File: src/rtl/mmu_pkg.sv
// widths assume 4 KiB pages, a 24-bit VA split 6/6/12, and a 1024-word table memory
package mmu_pkg;

	localparam int vaddr_bits = 24;
	localparam int paddr_bits = 32;
	localparam int vpn_bits = 12;
	localparam int ppn_bits = 20;
	localparam int level_bits = 6; // index bits per table level
	localparam int page_offset_bits = 12;

	localparam int tlb_sets = 16;
	localparam int tlb_index_bits = $clog2(tlb_sets);
	localparam int tlb_tag_bits = 8;

	localparam int pte_valid_bit = 0;
	localparam int pte_ppn_lsb = 10; // ppn in bits 29:10

	localparam int mem_words = 1024;

	typedef logic [vaddr_bits-1:0] vaddr_t;
	typedef logic [paddr_bits-1:0] paddr_t;
	typedef logic [vpn_bits-1:0] vpn_t;
	typedef logic [ppn_bits-1:0] ppn_t;
	typedef logic [63:0] pte_t;
	typedef logic [$clog2(mem_words)-1:0] word_addr_t;

	typedef enum logic [1:0] {
		tlb_idle,
		tlb_lookup,
		tlb_walk,
		tlb_respond
	} tlb_state_t;

	typedef enum logic [2:0] {
		pw_idle,
		pw_read_l1,
		pw_wait_l1,
		pw_read_l2,
		pw_wait_l2,
		pw_done
	} walk_state_t;

endpackage

File: src/rtl/page_walker.sv
// read-only master; tables must sit in word memory with the L2 base in the low PPN bits
`timescale 1ns/1ps

module page_walker import mmu_pkg::*; (
	input logic clk,
	input logic reset,
	input logic walk_valid,
	output logic walk_ready,
	input vpn_t walk_vpn,
	output logic walk_done,
	output ppn_t walk_ppn,
	output logic walk_fault,
	input word_addr_t ptbr,
	output logic m_valid,
	input logic m_ready,
	output word_addr_t m_addr,
	input logic m_rvalid,
	input pte_t m_rdata
);

	walk_state_t state;
	vpn_t vpn_q;
	word_addr_t l2_base;
	logic [level_bits-1:0] l1_idx;
	logic [level_bits-1:0] l2_idx;
	logic pte_valid;

	assign l1_idx = vpn_q[vpn_bits-1 -: level_bits];
	assign l2_idx = vpn_q[level_bits-1:0];
	assign pte_valid = m_rdata[pte_valid_bit];

	assign walk_ready = (state == pw_idle);
	assign walk_done = (state == pw_done);
	assign m_valid = (state == pw_read_l1) || (state == pw_read_l2);
	assign m_addr = (state == pw_read_l2) ? l2_base + word_addr_t'(l2_idx)
		: ptbr + word_addr_t'(l1_idx);

	always_ff @(posedge clk) begin
		if (reset) begin
			state <= pw_idle;
		end else begin
			case (state)
			pw_idle:
				if (walk_valid)
					state <= pw_read_l1;
			pw_read_l1:
				if (m_ready)
					state <= pw_wait_l1;
			pw_wait_l1:
				if (m_rvalid)
					state <= pte_valid ? pw_read_l2 : pw_done; // invalid l1 ends the walk
			pw_read_l2:
				if (m_ready)
					state <= pw_wait_l2;
			pw_wait_l2:
				if (m_rvalid)
					state <= pw_done;
			pw_done:
				state <= pw_idle;
			default:
				state <= pw_idle;
			endcase
		end
	end

	always_ff @(posedge clk) begin
		if (walk_valid && walk_ready)
			vpn_q <= walk_vpn;
		if (state == pw_wait_l1 && m_rvalid) begin
			walk_fault <= !pte_valid;
			l2_base <= m_rdata[pte_ppn_lsb +: $bits(word_addr_t)];
		end
		if (state == pw_wait_l2 && m_rvalid) begin
			walk_fault <= !pte_valid;
			walk_ppn <= m_rdata[pte_ppn_lsb +: ppn_bits];
		end
	end

	// read returns next cycle and nothing new is issued meanwhile
	a_one_outstanding: assert property (@(posedge clk) disable iff (reset)
		m_valid && m_ready |=> !m_valid && m_rvalid);

endmodule

File: config.mk
export PLATFORM = sky130hd
export DESIGN_NAME = page_walker
export DESIGN_NICKNAME = d
export VERILOG_FILES = /design/src/rtl/mmu_pkg.sv /design/src/rtl/page_walker.sv
export SDC_FILE = /design/constraint.sdc
export NUM_CORES = 1
export LEC_CHECK = 0
export BUFFER_PORTS_ARGS = -buffer_cell sky130_fd_sc_hd__buf_2
export CORE_MARGIN = 5
export CORE_UTILIZATION = 48
export DETAILED_ROUTE_END_ITERATION = 8
export MAX_ROUTING_LAYER = met4
export PLACE_DENSITY_LB_ADDON = 0.15
export SLEW_MARGIN = 30
export SYNTH_ARGS = -nofsm -noshare
export SYNTH_HDL_FRONTEND = slang
export SYNTH_SLANG_ARGS = --single-unit
File: constraint.sdc
create_clock -name clk -period 6.3 [get_ports clk]
set_clock_uncertainty 0.15 [all_clocks]
set_input_delay 1.26 -clock clk [delete_from_list [all_inputs] [get_ports clk]]
set_output_delay 1.26 -clock clk [all_outputs]
set_load 0.02 [all_outputs]
Word-level counts from Yosys, hierarchy flattened
Cells that the tools add are included.
- flip-flop bits (word level): 46
- input bits: 91
- reduce and logical (&&, ||, !) cells: 8
- add/sub/neg operators: 2
- mux-type cells: 10
- equal/unequal tests: 10
- operators with widths (cell ; number):
    10-bit by 6-bit adder with 10-bit output ; 2
    3-bit 2-to-1 mux ; 6
    3-bit case mux with 5 select lines ; 1
    10-bit 2-to-1 mux ; 1
    2-bit != test (second input constant) ; 5
    3-bit by 2-bit equality test with 1-bit output (second input constant) ; 2
    3-bit equality test (second input constant) ; 2
    5-bit AND reduction ; 1
    3-bit by 1-bit equality test with 1-bit output (second input constant) ; 1
    1-bit logical AND ; 3
    3-bit logical NOT ; 1
    1-bit 2-to-1 mux ; 2
    2-bit nonzero test ; 1
    1-bit logical NOT ; 1
    1-bit logical OR ; 1

Longest topological paths before layout
Gate-level depths: netlist of run 1.
- word-level depth: 4
- depth in mapped cells: 7

Worst setup path after synthesis of run 1
OpenSTA, ideal clock, no wires.
- path type: input to output
- from: in ptbr[0]
- to: out m_addr[8]
- path buffers: 0
- stages: 7
- arrival time: 2.842 ns
- required time: 4.890 ns
- path slack: 2.048 ns
- path through: ha_1 -> fa_1 -> a21oi_2 -> a2bb2oi_2 -> a21oi_1 -> xnor2_1 -> mux2i_1
- longest elaborated chain between the ends: 2
- ends and longest elaborated chain (what ; line ; source):
    start, declared ; page_walker.sv:13 ; input word_addr_t ptbr,
    10-bit by 6-bit adder with 10-bit output ; page_walker.sv:36 ; : ptbr + word_addr_t'(l1_idx);
    10-bit 2-to-1 mux ; page_walker.sv:35 ; assign m_addr = (state == pw_read_l2) ? l2_base + word_addr_t'(l2_idx)
    end, declared ; page_walker.sv:16 ; output word_addr_t m_addr,
Every way passes these cells.

Worst setup path after layout of run 1
- from: in ptbr[0]
- to: out m_addr[6]
The elaborated chain is that of the path after synthesis.

==> tab_implementation.tex, run 1 <==
\begin{tabular}{lr}
\hline
Metric & Value \\
\hline
\multicolumn{2}{l}{\textbf{Floorplanning}} \\
Effective utilization at floorplan & 50.6\% \\
Die Outline Area & 0.00615 sq mm \\
Horizontal extent of the die & 78.4 um \\
Number of ports placed on the die boundary & 125 \\
Site row count & 24 \\
Area of the core region & 0.00444 sq mm \\
Vertical die dimension & 78.4 um \\
\multicolumn{2}{l}{\textbf{Synthesis}} \\
Mapped Nets & 273 \\
Number of synthesized flops with an enable pin & 43 \\
Most common cell in the synthesized netlist & sky130\_fd\_sc\_hd\_\_edfxtp\_1 \\
Post-Synthesis Mean Instance Area & 13.4 sq um \\
Number of standard cells after synthesis & 168 \\
Most numerous cell types in the synthesized netlist & 43 x sky130\_fd\_sc\_hd\_\_edfxtp\_1, 12 x sky130\_fd\_sc\_hd\_\_a21oi\_1, 12 x sky130\_fd\_sc\_hd\_\_ha\_1 \\
Dominant synthesized flop cell & sky130\_fd\_sc\_hd\_\_edfxtp\_1 \\
Count of state elements after synthesis & 46 \\
Number of warnings reported in the yosys synthesis log & 0 \\
Largest cells by area after synthesis & sky130\_fd\_sc\_hd\_\_edfxtp\_1 57\%, sky130\_fd\_sc\_hd\_\_ha\_1 6.7\%, sky130\_fd\_sc\_hd\_\_xor2\_1 3.1\% \\
Number of distinct library cells after synthesis & 38 \\
Fraction of synthesis flops using an asynchronous set or reset pin & 0\% \\
Cell area after synthesis & 0.00225 sq mm \\
Synth top area share & 57.5\% \\
Library cell occupying the most area in the post-synthesis netlist & sky130\_fd\_sc\_hd\_\_edfxtp\_1 \\
Part of the Yosys area used for sequential elements & 60.1\% \\
\multicolumn{2}{l}{\textbf{Clock network}} \\
Root buf cell & sky130\_fd\_sc\_hd\_\_clkbuf\_8 \\
Inserted Clock Buffers & 5 \\
Clock input transition at the sequential cells of the worst setup and hold paths & 0.08 ns \\
Hold Buf Count CTS & 0 \\
Clk sink count & 46 \\
Post-CTS repair timing setup buffer count & 0 \\
Number of buffers on the longest clock path & 2 \\
Clock latency reported for the late side of the worst-skew pair & 0.29 ns \\
Number of gates resized after cts & 0 \\
CTS HTree Levels & 2 \\
CTS tree & done \\
\multicolumn{2}{l}{\textbf{Status}} \\
Run status & completed \\
\multicolumn{2}{l}{\textbf{Drt}} \\
Via density per instance & 5.18 \\
\# DRC & 0 \\
Routed WL per cell & 14.5 um \\
Total Wirelength & 4.47 mm \\
Initial drt markers & 52 \\
Vias & 1596 \\
Antenna Violating Nets Remaining & 0 \\
Initial DRT Pass Iterations & 4 \\
\multicolumn{2}{l}{\textbf{Worst setup path}} \\
Worst-path fanout max & 4 \\
Critical path arrival & 3.01 ns \\
Worst Path Class, Setup & input pin to primary output \\
Category of the worst setup path launch point & input pin \\
Kind of end point of the critical path & primary output \\
Required time worst endpoint & 4.89 ns \\
\multicolumn{2}{l}{\textbf{Power and ir drop}} \\
Total power density per cell area & 236 mW/mm\^{}2 \\
Leakage power summed over all cells & 1.18 nW \\
Peak ir drop on the vdd network & 0.213 mV \\
\multicolumn{2}{l}{\textbf{Timing}} \\
Rel. slew slack & 43.3\% \\
Number of hold violations in the final report & 0 \\
Hold Worst Slack & 0.415 ns \\
Max-slew violations & 0 \\
Setup ws final & 1.88 ns \\
Final worst-path cycle share & 70.2\% \\
Min Tclk post-route & 4.42 ns \\
Final setup fails & 0 \\
Sum of negative setup slack & 0 ns \\
Slew at the pin closest to its max-slew limit & 0.847 ns \\
Highest clock rate & 226 MHz \\
RSZ-0062 raised after global routing & false \\
\multicolumn{2}{l}{\textbf{GRT}} \\
Met3 Track Usage GR & 4.35\% \\
Largest net degree at the start of global routing & 21 \\
Initial antenna violation count & 0 \\
Overall overflow remaining after global route & 0 \\
Wire length of the first global-routing pass & 7.43 mm \\
Number of global-route vias before repair & 1748 \\
Busiest metal layer after global routing & met2 \\
Total routing usage reported by global routing & 15.6\% \\
Met1 track utilization from global routing & 17.9\% \\
Met2 global-route usage & 26.7\% \\
\multicolumn{2}{l}{\textbf{Cells and area}} \\
Share of the core filled with cells in the final layout & 63.2\% \\
Ratio of cells with drive above 1 in the final layout & 37.5\% \\
Count of antenna diodes in the layout & 0 \\
Post-synthesis to final-layout area growth & 25.1\% \\
Nets & 360 \\
\multicolumn{2}{l}{\textbf{Placed design}} \\
Setup slack at placement & 1.87 ns \\
Port Buf Inserts & 81 \\
Gp weighted congestion & 0.822 \\
Half-perimeter wire length after detailed placement & 3.56 mm \\
\multicolumn{2}{l}{\textbf{Hold path}} \\
Min-delay worst type & flip-flop to flip-flop \\
\multicolumn{2}{l}{\textbf{Run}} \\
Maxcap violations & 0 \\
\hline
\end{tabular}
## per-layer routing
metal | wire (um) | up-vias
li1 | - | 810
met1 | 1890 | 731
met2 | 2240 | 48
met3 | 281 | 7
met4 | 61 | 0
met5 | 0 | -
## report_power, final
part | switching (W) | internal (W) | leakage (nW)
combinational | 0.0000738 | 0.0000557 | 0.714
clock | 0.000105 | 0.0000801 | 0.0447
sequential | 0.00000464 | 0.000345 | 0.418
## layout by cell type, fill, tap and decap left out, types with 2 or more instances in the layout
| master | n |
|---|---|
| sky130_fd_sc_hd__buf_2 | 81 |
| sky130_fd_sc_hd__edfxtp_1 | 43 |
| sky130_fd_sc_hd__a21oi_1 | 12 |
| sky130_fd_sc_hd__ha_1 | 12 |
| sky130_fd_sc_hd__nand2_1 | 11 |
| sky130_fd_sc_hd__nor2_1 | 10 |
| sky130_fd_sc_hd__xor2_1 | 8 |
| sky130_fd_sc_hd__nor3_1 | 6 |
| sky130_fd_sc_hd__mux2i_1 | 6 |
| sky130_fd_sc_hd__o21ai_1 | 6 |
| sky130_fd_sc_hd__inv_1 | 5 |
| sky130_fd_sc_hd__clkbuf_8 | 5 |
| sky130_fd_sc_hd__xnor2_1 | 4 |
| sky130_fd_sc_hd__a21o_1 | 3 |
| sky130_fd_sc_hd__nand2b_1 | 3 |
| sky130_fd_sc_hd__dfxtp_1 | 3 |
| sky130_fd_sc_hd__a21oi_2 | 2 |
| sky130_fd_sc_hd__a2bb2oi_2 | 2 |
| sky130_fd_sc_hd__o211ai_1 | 2 |
| sky130_fd_sc_hd__a211oi_1 | 2 |
| sky130_fd_sc_hd__nor3b_1 | 2 |
| sky130_fd_sc_hd__nand3_1 | 2 |
| sky130_fd_sc_hd__or3b_1 | 2 |
| sky130_fd_sc_hd__nand4b_1 | 2 |
| sky130_fd_sc_hd__o21bai_1 | 2 |
| sky130_fd_sc_hd__mux2_1 | 2 |
| sky130_fd_sc_hd__nand4bb_1 | 2 |
| sky130_fd_sc_hd__fa_1 | 2 |
## path summary, 6_finish.rpt
kind / start / end / slack [ns] / cells after the start
worst max-delay path: ptbr[0] / m_addr[6] / 1.88 / 9
worst min-delay path: state[2] / state[2] / 0.41 / 2
worst max register to register: state[1] / l2_base[0] / 4.54 / 2
worst min register to register: state[2] / state[2] / 0.41 / 2
## worst max-delay path, cell delays in order
cell,delay (ns)
sky130_fd_sc_hd__buf_2,0.10
sky130_fd_sc_hd__ha_1,0.23
sky130_fd_sc_hd__fa_1,0.42
sky130_fd_sc_hd__a21oi_2,0.20
sky130_fd_sc_hd__a2bb2oi_2,0.22
sky130_fd_sc_hd__or3b_1,0.14
sky130_fd_sc_hd__nand4_1,0.08
sky130_fd_sc_hd__a21o_1,0.21
sky130_fd_sc_hd__buf_2,0.15
## sequential cells by signal, indices dropped and copies added (netlist names)
signal	count
walk_ppn	20
vpn_q	12
l2_base	10
state	3
walk_fault	1
## cells by family after synthesis
kind of cell	share of synthesized area (%)
buffers and inverters	1.22
adder cells (fa/ha/maj)	8.46
AND/OR/NAND/NOR	10.9
XOR/XNOR	4.68
flip-flops	60.1
multiplexers	4.18
AO/OA/AOI/OAI	10.5
## cell type report
cell class	count	area (sq um)
Inverter	5	18.8
Clock buffer	5	68.8
Clock inverter	3	25.0
Sequential cell	46	1350
Tap cell	52	65.1
Fill cell	388	1630
Timing Repair Buffer	82	413
Multi-Input combinational cell	115	868
## per-stage QoR
step	std cells	power [W]	cell area (sq um)
2_1_floorplan	168	0.000443	2250
3_3_place_gp	300	0.000485	2720
3_5_place_dp	300	0.000487	2720
4_1_cts	308	0.000672	2810
5_1_grt	308	0.000701	2810
6_report	308	0.000664	2810
Power figures use the tool's default switching activity.
==> run 2: changes to the inputs <==
--- a/config.mk
+++ b/config.mk
@@ -7,7 +7,7 @@
 export LEC_CHECK = 0
 export BUFFER_PORTS_ARGS = -buffer_cell sky130_fd_sc_hd__buf_2
 export CORE_MARGIN = 5
-export CORE_UTILIZATION = 48
+export CORE_UTILIZATION = 44
 export DETAILED_ROUTE_END_ITERATION = 8
 export MAX_ROUTING_LAYER = met4
 export PLACE_DENSITY_LB_ADDON = 0.15
==> constraint.sdc (replaced) <==
create_clock -name clk -period 4.5 [get_ports clk]
set_clock_uncertainty 0.15 [all_clocks]
set_input_delay 0.9 -clock clk [delete_from_list [all_inputs] [get_ports clk]]
set_output_delay 0.9 -clock clk [all_outputs]
set_load 0.02 [all_outputs]
==> run 2 against run 1 <==
Effect of this change: utilization is 6.3 points lower; critical endpoint unchanged; die area is 7.9% higher; count of clock-buffer cells in the layout stayed put; sequential share of layout area is 1.0 points lower; setup slack worse by 1.1 ns; critical path type unchanged; critical path depth stayed put; largest power group unchanged; routed wire length is 3.7% lower; cell count is 5.5% higher; hold slack worse by 0.022 ns.
==> tab_implementation.tex, run 2 (synthesis results as in run 1) <==
\begin{tabular}{lr}
\hline
Metric & Value \\
\hline
\multicolumn{2}{l}{\textbf{Floorplanning}} \\
Number of ports placed on the die boundary & 125 \\
Effective utilization at floorplan & 44.6\% \\
Site row count & 26 \\
Horizontal extent of the die & 81.5 um \\
Die Outline Area & 0.00664 sq mm \\
Vertical die dimension & 81.5 um \\
Area of the core region & 0.00504 sq mm \\
\multicolumn{2}{l}{\textbf{Clock network}} \\
Number of gates resized after cts & 0 \\
Post-CTS repair timing setup buffer count & 0 \\
Number of buffers on the longest clock path & 2 \\
Clock latency reported for the late side of the worst-skew pair & 0.28 ns \\
Clock input transition at the sequential cells of the worst setup and hold paths & 0.08 ns \\
Inserted Clock Buffers & 5 \\
CTS HTree Levels & 2 \\
Root buf cell & sky130\_fd\_sc\_hd\_\_clkbuf\_8 \\
Hold Buf Count CTS & 0 \\
CTS tree & done \\
Clk sink count & 46 \\
\multicolumn{2}{l}{\textbf{Power and ir drop}} \\
Sw Ratio & 23.5\% \\
Peak ir drop on the vdd network & 0.277 mV \\
Part of the total power dissipated in combinational logic & 17.7\% \\
Sequential group share of total power & 48.0\% \\
Psw & 0.000240 W \\
Clk pwr share & 34.3\% \\
Leakage power summed over all cells & 1.19 nW \\
Total power draw & 0.00102 W \\
Cell internal power dissipation & 0.000781 W \\
Total power density per cell area & 355 mW/mm\^{}2 \\
\multicolumn{2}{l}{\textbf{GRT}} \\
Wire length of the first global-routing pass & 6.82 mm \\
Total routing usage reported by global routing & 14.1\% \\
Initial antenna violation count & 0 \\
Number of global-route vias before repair & 1592 \\
Overall overflow remaining after global route & 0 \\
Largest net degree at the start of global routing & 21 \\
\multicolumn{2}{l}{\textbf{Cells and area}} \\
Nets & 359 \\
Post-synthesis to final-layout area growth & 27.8\% \\
Number of flip-flops under the largest register name & 20 \\
Register with the highest flop count & walk\_ppn \\
Most common library cell in the layout ignoring fill and taps & sky130\_fd\_sc\_hd\_\_buf\_2 \\
Highest-count cells in the layout ignoring fill and taps & 81 x sky130\_fd\_sc\_hd\_\_buf\_2, 43 x sky130\_fd\_sc\_hd\_\_edfxtp\_1, 12 x sky130\_fd\_sc\_hd\_\_a21oi\_1, 12 x sky130\_fd\_sc\_hd\_\_ha\_1, 11 x sky130\_fd\_sc\_hd\_\_nand2\_1 \\
Count of antenna diodes in the layout & 0 \\
Ratio of cells with drive above 1 in the final layout & 37.3\% \\
Largest registers ranked by flip-flop count & walk\_ppn (20), vpn\_q (12), l2\_base (10) \\
\multicolumn{2}{l}{\textbf{Timing}} \\
Hold Worst Slack & 0.393 ns \\
Setup ws final & 0.730 ns \\
Highest clock rate & 265 MHz \\
Slew at the pin closest to its max-slew limit & 0.802 ns \\
RSZ-0062 raised after global routing & false \\
Sum of negative setup slack & 0 ns \\
Final setup fails & 0 \\
Max-slew violations & 0 \\
Min Tclk post-route & 3.77 ns \\
Final worst-path cycle share & 83.8\% \\
Number of hold violations in the final report & 0 \\
Rel. slew slack & 46.3\% \\
\multicolumn{2}{l}{\textbf{Hold path}} \\
Count of cells along the worst hold path & 2 \\
Min-delay worst type & flip-flop to flip-flop \\
\multicolumn{2}{l}{\textbf{Placed design}} \\
Gp weighted congestion & 0.812 \\
Port Buf Inserts & 81 \\
Half-perimeter wire length after detailed placement & 3.42 mm \\
Setup slack at placement & 0.722 ns \\
\multicolumn{2}{l}{\textbf{Run}} \\
Maxcap violations & 0 \\
\multicolumn{2}{l}{\textbf{Drt}} \\
Vias & 1573 \\
Initial DRT Pass Iterations & 4 \\
Initial drt markers & 75 \\
Via density per instance & 4.84 \\
\# DRC & 0 \\
Antenna Violating Nets Remaining & 0 \\
Total Wirelength & 4.30 mm \\
Routed WL per cell & 13.2 um \\
\multicolumn{2}{l}{\textbf{Worst setup path}} \\
Critical path arrival & 2.72 ns \\
Worst-path fanout max & 4 \\
Category of the worst setup path launch point & input pin \\
Required time worst endpoint & 3.45 ns \\
Worst Path Class, Setup & input pin to primary output \\
Logic depth of the worst register-to-register path & 3 \\
Kind of end point of the critical path & primary output \\
\multicolumn{2}{l}{\textbf{Status}} \\
Run status & completed \\
\hline
\end{tabular}
[run 2: layer usage]
metal | vias to the layer above | track usage, % | share of wire (%)
li1 | 811 | - | -
met1 | 701 | 16.9 | 43
met2 | 55 | 22.1 | 46
met3 | 6 | 5.04 | 9.9
met4 | 0 | 4.56 | 1.1
met5 | - | - | 0
[run 2: cell type report]
cell class,count,area (sq um)
clock inverter,3,63.8
inverter,5,18.8
timing repair buffer,81,405
fill,456,2170
sequential,46,1350
clock buffer,5,68.8
multi-input combinational,115,876
tap,70,87.6
[run 2: final timing paths]
check	end	slack (ns)	startpoint
worst max-delay path	m_addr[6]	0.73	ptbr[0]
worst min-delay path	state[2]	0.39	state[2]
worst min register to register	state[2]	0.39	state[2]
worst max register to register	l2_base[2]	2.74	state[0]
[run 2: stage by stage]
stage / instances / instance area, sq um / util, %
2_1_floorplan: 168 / 2250 / -
3_3_place_gp: 317 / 2730 / 54.2
3_5_place_dp: 317 / 2730 / 54.2
4_1_cts: 325 / 2870 / 56.8
5_1_grt: 325 / 2870 / 56.9
6_report: 325 / 2870 / 56.9
[run 2: power groups by stage]
stage,Clock [W],Sequential (W),Combinational [W]
after floorplan,0,0.000499,0.000121
after global placement,0,0.000499,0.000181
after detailed placement,0,0.000500,0.000182
after CTS,0.000363,0.000490,0.000183
after global routing,0.000386,0.000492,0.000200
final,0.000350,0.000490,0.000181
[run 2: critical path, stage by stage]
cell,delay (ns)
sky130_fd_sc_hd__buf_2,0.11
sky130_fd_sc_hd__ha_1,0.23
sky130_fd_sc_hd__fa_1,0.43
sky130_fd_sc_hd__a21oi_2,0.22
sky130_fd_sc_hd__a2bb2oi_2,0.23
sky130_fd_sc_hd__or3b_1,0.14
sky130_fd_sc_hd__nand4_1,0.09
sky130_fd_sc_hd__a21o_1,0.22
sky130_fd_sc_hd__buf_2,0.15
==> run 3: changes to the inputs <==
--- a/config.mk
+++ b/config.mk
@@ -5,9 +5,10 @@
 export SDC_FILE = /design/constraint.sdc
 export NUM_CORES = 1
 export LEC_CHECK = 0
+export ABC_AREA = 1
 export BUFFER_PORTS_ARGS = -buffer_cell sky130_fd_sc_hd__buf_2
 export CORE_MARGIN = 5
-export CORE_UTILIZATION = 44
+export CORE_UTILIZATION = 45
 export DETAILED_ROUTE_END_ITERATION = 8
 export MAX_ROUTING_LAYER = met4
 export PLACE_DENSITY_LB_ADDON = 0.15
==> constraint.sdc (replaced) <==
create_clock -name clk -period 3.59 [get_ports clk]
set_clock_uncertainty 0.15 [all_clocks]
set_input_delay 0.718 -clock clk [delete_from_list [all_inputs] [get_ports clk]]
set_output_delay 0.718 -clock clk [all_outputs]
set_load 0.02 [all_outputs]
==> run 3 against run 2 <==
Effect of this change: global-route usage is 0.64 points higher; synthesized cell count rose by 42%; sequential cell count stayed put; design area up 2.7%; highest routed layer unchanged; critical path type unchanged; routed wire length rose by 8.3%; non-clock buffer count up 1; cell count grew 22%.
==> tab_implementation.tex, run 3 <==
\begin{tabular}{lr}
\hline
Metric & Value \\
\hline
\multicolumn{2}{l}{\textbf{Floorplanning}} \\
Area of the core region & 0.00511 sq mm \\
Number of ports placed on the die boundary & 125 \\
Horizontal extent of the die & 82.5 um \\
Site row count & 26 \\
Vertical die dimension & 82.5 um \\
Effective utilization at floorplan & 46.3\% \\
Die Outline Area & 0.00681 sq mm \\
\multicolumn{2}{l}{\textbf{Synthesis}} \\
Number of synthesized flops with an enable pin & 43 \\
Largest cells by area after synthesis & sky130\_fd\_sc\_hd\_\_edfxtp\_1 55\%, sky130\_fd\_sc\_hd\_\_nand2\_1 11\%, sky130\_fd\_sc\_hd\_\_ha\_1 6.3\% \\
Part of the Yosys area used for sequential elements & 57.1\% \\
Number of warnings reported in the yosys synthesis log & 0 \\
Mapped Nets & 344 \\
Most common cell in the synthesized netlist & sky130\_fd\_sc\_hd\_\_nand2\_1 \\
Post-Synthesis Mean Instance Area & 9.90 sq um \\
Fraction of synthesis flops using an asynchronous set or reset pin & 0\% \\
Count of state elements after synthesis & 46 \\
Most numerous cell types in the synthesized netlist & 67 x sky130\_fd\_sc\_hd\_\_nand2\_1, 43 x sky130\_fd\_sc\_hd\_\_edfxtp\_1, 29 x sky130\_fd\_sc\_hd\_\_nand3\_1 \\
Library cell occupying the most area in the post-synthesis netlist & sky130\_fd\_sc\_hd\_\_edfxtp\_1 \\
Synth top area share & 54.5\% \\
Number of distinct library cells after synthesis & 24 \\
Number of standard cells after synthesis & 239 \\
Cell area after synthesis & 0.00237 sq mm \\
Dominant synthesized flop cell & sky130\_fd\_sc\_hd\_\_edfxtp\_1 \\
\multicolumn{2}{l}{\textbf{Cells and area}} \\
Count of antenna diodes in the layout & 0 \\
Most common library cell in the layout ignoring fill and taps & sky130\_fd\_sc\_hd\_\_buf\_2 \\
Number of flip-flops under the largest register name & 20 \\
Filler cells & 476 \\
Post-Layout Inst Area & 0.00295 sq mm \\
Area of combinational cells with multiple inputs & 921 sq um \\
Largest registers ranked by flip-flop count & walk\_ppn (20), vpn\_q (12), l2\_base (10) \\
Sequential cell area & 0.00135 sq mm \\
Register with the highest flop count & walk\_ppn \\
Nets & 432 \\
Ratio of cells with drive above 1 in the final layout & 30.5\% \\
Post-synthesis to final-layout area growth & 24.6\% \\
Highest-count cells in the layout ignoring fill and taps & 81 x sky130\_fd\_sc\_hd\_\_buf\_2, 67 x sky130\_fd\_sc\_hd\_\_nand2\_1, 43 x sky130\_fd\_sc\_hd\_\_edfxtp\_1, 29 x sky130\_fd\_sc\_hd\_\_nand3\_1 \\
\multicolumn{2}{l}{\textbf{Clock network}} \\
Number of buffers on the longest clock path & 2 \\
Clk sink count & 46 \\
Number of gates resized after cts & 0 \\
Post-CTS repair timing setup buffer count & 0 \\
Clock input transition at the sequential cells of the worst setup and hold paths & 0.08 ns \\
Root buf cell & sky130\_fd\_sc\_hd\_\_clkbuf\_8 \\
Hold Buf Count CTS & 0 \\
CTS tree & done \\
Inserted Clock Buffers & 5 \\
Clock latency reported for the late side of the worst-skew pair & 0.29 ns \\
CTS HTree Levels & 2 \\
\multicolumn{2}{l}{\textbf{Worst setup path}} \\
Required time worst endpoint & 2.72 ns \\
Critical path arrival & 2.22 ns \\
Cell breakdown of the critical path & buf\_2 > ha\_1 > fa\_1 > nand3\_1 > nand2\_1 > nand3\_1 > nand2\_1 > nand2\_1 > nand3\_1 > nand2\_1 > buf\_2 \\
Buf+Inv Stages, Crit Path & 2 \\
Cell with the biggest individual delay on the critical path & sky130\_fd\_sc\_hd\_\_fa\_1 \\
Kind of end point of the critical path & primary output \\
Worst-path fanout max & 4 \\
Category of the worst setup path launch point & input pin \\
Kind of cell adding the most delay to the critical path & adder cells \\
Max stage delay on crit path & 0.43 ns \\
Most numerous cell on the critical path & sky130\_fd\_sc\_hd\_\_nand2\_1 \\
Worst Path Class, Setup & input pin to primary output \\
\multicolumn{2}{l}{\textbf{Drt}} \\
Vias & 1879 \\
Initial drt markers & 79 \\
Initial DRT Pass Iterations & 4 \\
Total Wirelength & 4.66 mm \\
Routed WL per cell & 11.7 um \\
Via density per instance & 4.72 \\
Antenna Violating Nets Remaining & 0 \\
\# DRC & 0 \\
\multicolumn{2}{l}{\textbf{Power and ir drop}} \\
Total power density per cell area & 569 mW/mm\^{}2 \\
Peak ir drop on the vdd network & 0.317 mV \\
Cell internal power dissipation & 0.00105 W \\
Psw & 0.000628 W \\
Clk pwr share & 18.2\% \\
Part of the total power dissipated in combinational logic & 39.2\% \\
Sw Ratio & 37.4\% \\
Leakage power summed over all cells & 1.37 nW \\
Sequential group share of total power & 42.6\% \\
\multicolumn{2}{l}{\textbf{Placed design}} \\
Gp weighted congestion & 0.819 \\
Port Buf Inserts & 81 \\
Area after DPL & 0.00286 sq mm \\
Half-perimeter wire length after detailed placement & 3.81 mm \\
\multicolumn{2}{l}{\textbf{GRT}} \\
Largest net degree at the start of global routing & 21 \\
Number of global-route vias before repair & 1825 \\
Met2 global-route usage & 23.0\% \\
Total routing usage reported by global routing & 14.7\% \\
Met3 Track Usage GR & 3.69\% \\
Busiest metal layer after global routing & met2 \\
Overall overflow remaining after global route & 0 \\
Initial antenna violation count & 0 \\
Met1 track utilization from global routing & 19.2\% \\
Wire length of the first global-routing pass & 7.54 mm \\
\multicolumn{2}{l}{\textbf{Run}} \\
Maxcap violations & 0 \\
\multicolumn{2}{l}{\textbf{Status}} \\
Run status & completed \\
\multicolumn{2}{l}{\textbf{Timing}} \\
Final worst-path cycle share & 86.1\% \\
Min Tclk post-route & 3.09 ns \\
Rel. slew slack & 46.3\% \\
Slew at the pin closest to its max-slew limit & 0.803 ns \\
Sum of negative setup slack & 0 ns \\
Max-slew violations & 0 \\
RSZ-0062 raised after global routing & false \\
Highest clock rate & 324 MHz \\
Number of hold violations in the final report & 0 \\
Final setup fails & 0 \\
\multicolumn{2}{l}{\textbf{Hold path}} \\
Min-delay worst type & flip-flop to flip-flop \\
\hline
\end{tabular}
==> run 3: changes by cell type after synthesis, sizes merged, moves of 5 or more <==
cell,delta
a21oi,-5
nor2,+13
inv,+18
nand2,+59
xor2,-6
nand3,+27
nand3b,+7
mux2i,-6
==> run 3: final cells by class <==
cell class / count / area share (%)
sequential: 46 / 45.8
tap: 70 / 2.97
timing repair buffer: 82 / 14.0
inverter: 23 / 2.93
clock inverter: 3 / 0.721
multi-input combinational: 169 / 31.2
clock buffer: 5 / 2.33
==> run 3: worst paths after layout <==
kind | from | to | slack [ns] | depth (start not counted)
max | ptbr[0] | m_addr[6] | 0.50 | 11
min | state[2] | state[2] | 0.40 | 2
max reg2reg | state[1] | l2_base[3] | 1.78 | 2
min reg2reg | state[2] | state[2] | 0.40 | 2
==> run 3: cell families (layout without fill, tap and decap cells) <==
| kind of cell | count (synthesis) | in the layout | synth area share, % |
|---|---|---|---|
| adder cells (fa/ha/maj) | 14 | 14 | 8.03 |
| flip-flops | 46 | 46 | 57.1 |
| AND/OR/NAND/NOR | 135 | 135 | 25.6 |
| XOR/XNOR | 4 | 4 | 1.48 |
| AO/OA/AOI/OAI | 16 | 16 | 3.70 |
| buffers and inverters | 24 | 113 | 4.12 |
==> run 3: per-layer routing <==
metal | vias up | part of all wire (%)
met5 | - | 0
met4 | 0 | 0.73
met3 | 4 | 7.2
met2 | 51 | 48
met1 | 832 | 44
li1 | 992 | -
==> run 3: power by group through the flow <==
stage	logic [W]	clock network (W)	registers, W
finish	0.000657	0.000306	0.000714
global route	0.000747	0.000344	0.000723
CTS	0.000666	0.000319	0.000715
detailed placement	0.000663	0	0.000727
global placement	0.000656	0	0.000724
floorplan	0.000472	0	0.000731
==> run 3: worst reg2reg max path: stages, from the launching register on <==
cell                      delay [ns]
sky130_fd_sc_hd__dfxtp_1        0.45
sky130_fd_sc_hd__nand3_1        0.19
sky130_fd_sc_hd__nor2_1         0.65
==> run 3: per-stage QoR <==
stage                     utilization (%)  setup slack [ns]  instances  hold slack (ns)  power, W
after floorplan                         -             0.818        239            0.354   0.00120
after detailed placement             55.9             0.492        390            0.378   0.00139
after global placement               55.9             0.517        390            0.382   0.00138
after CTS                            57.7             0.490        398            0.392   0.00170
after global routing                 57.7             0.354        398            0.430   0.00181
final                                57.7             0.501        398            0.395   0.00168
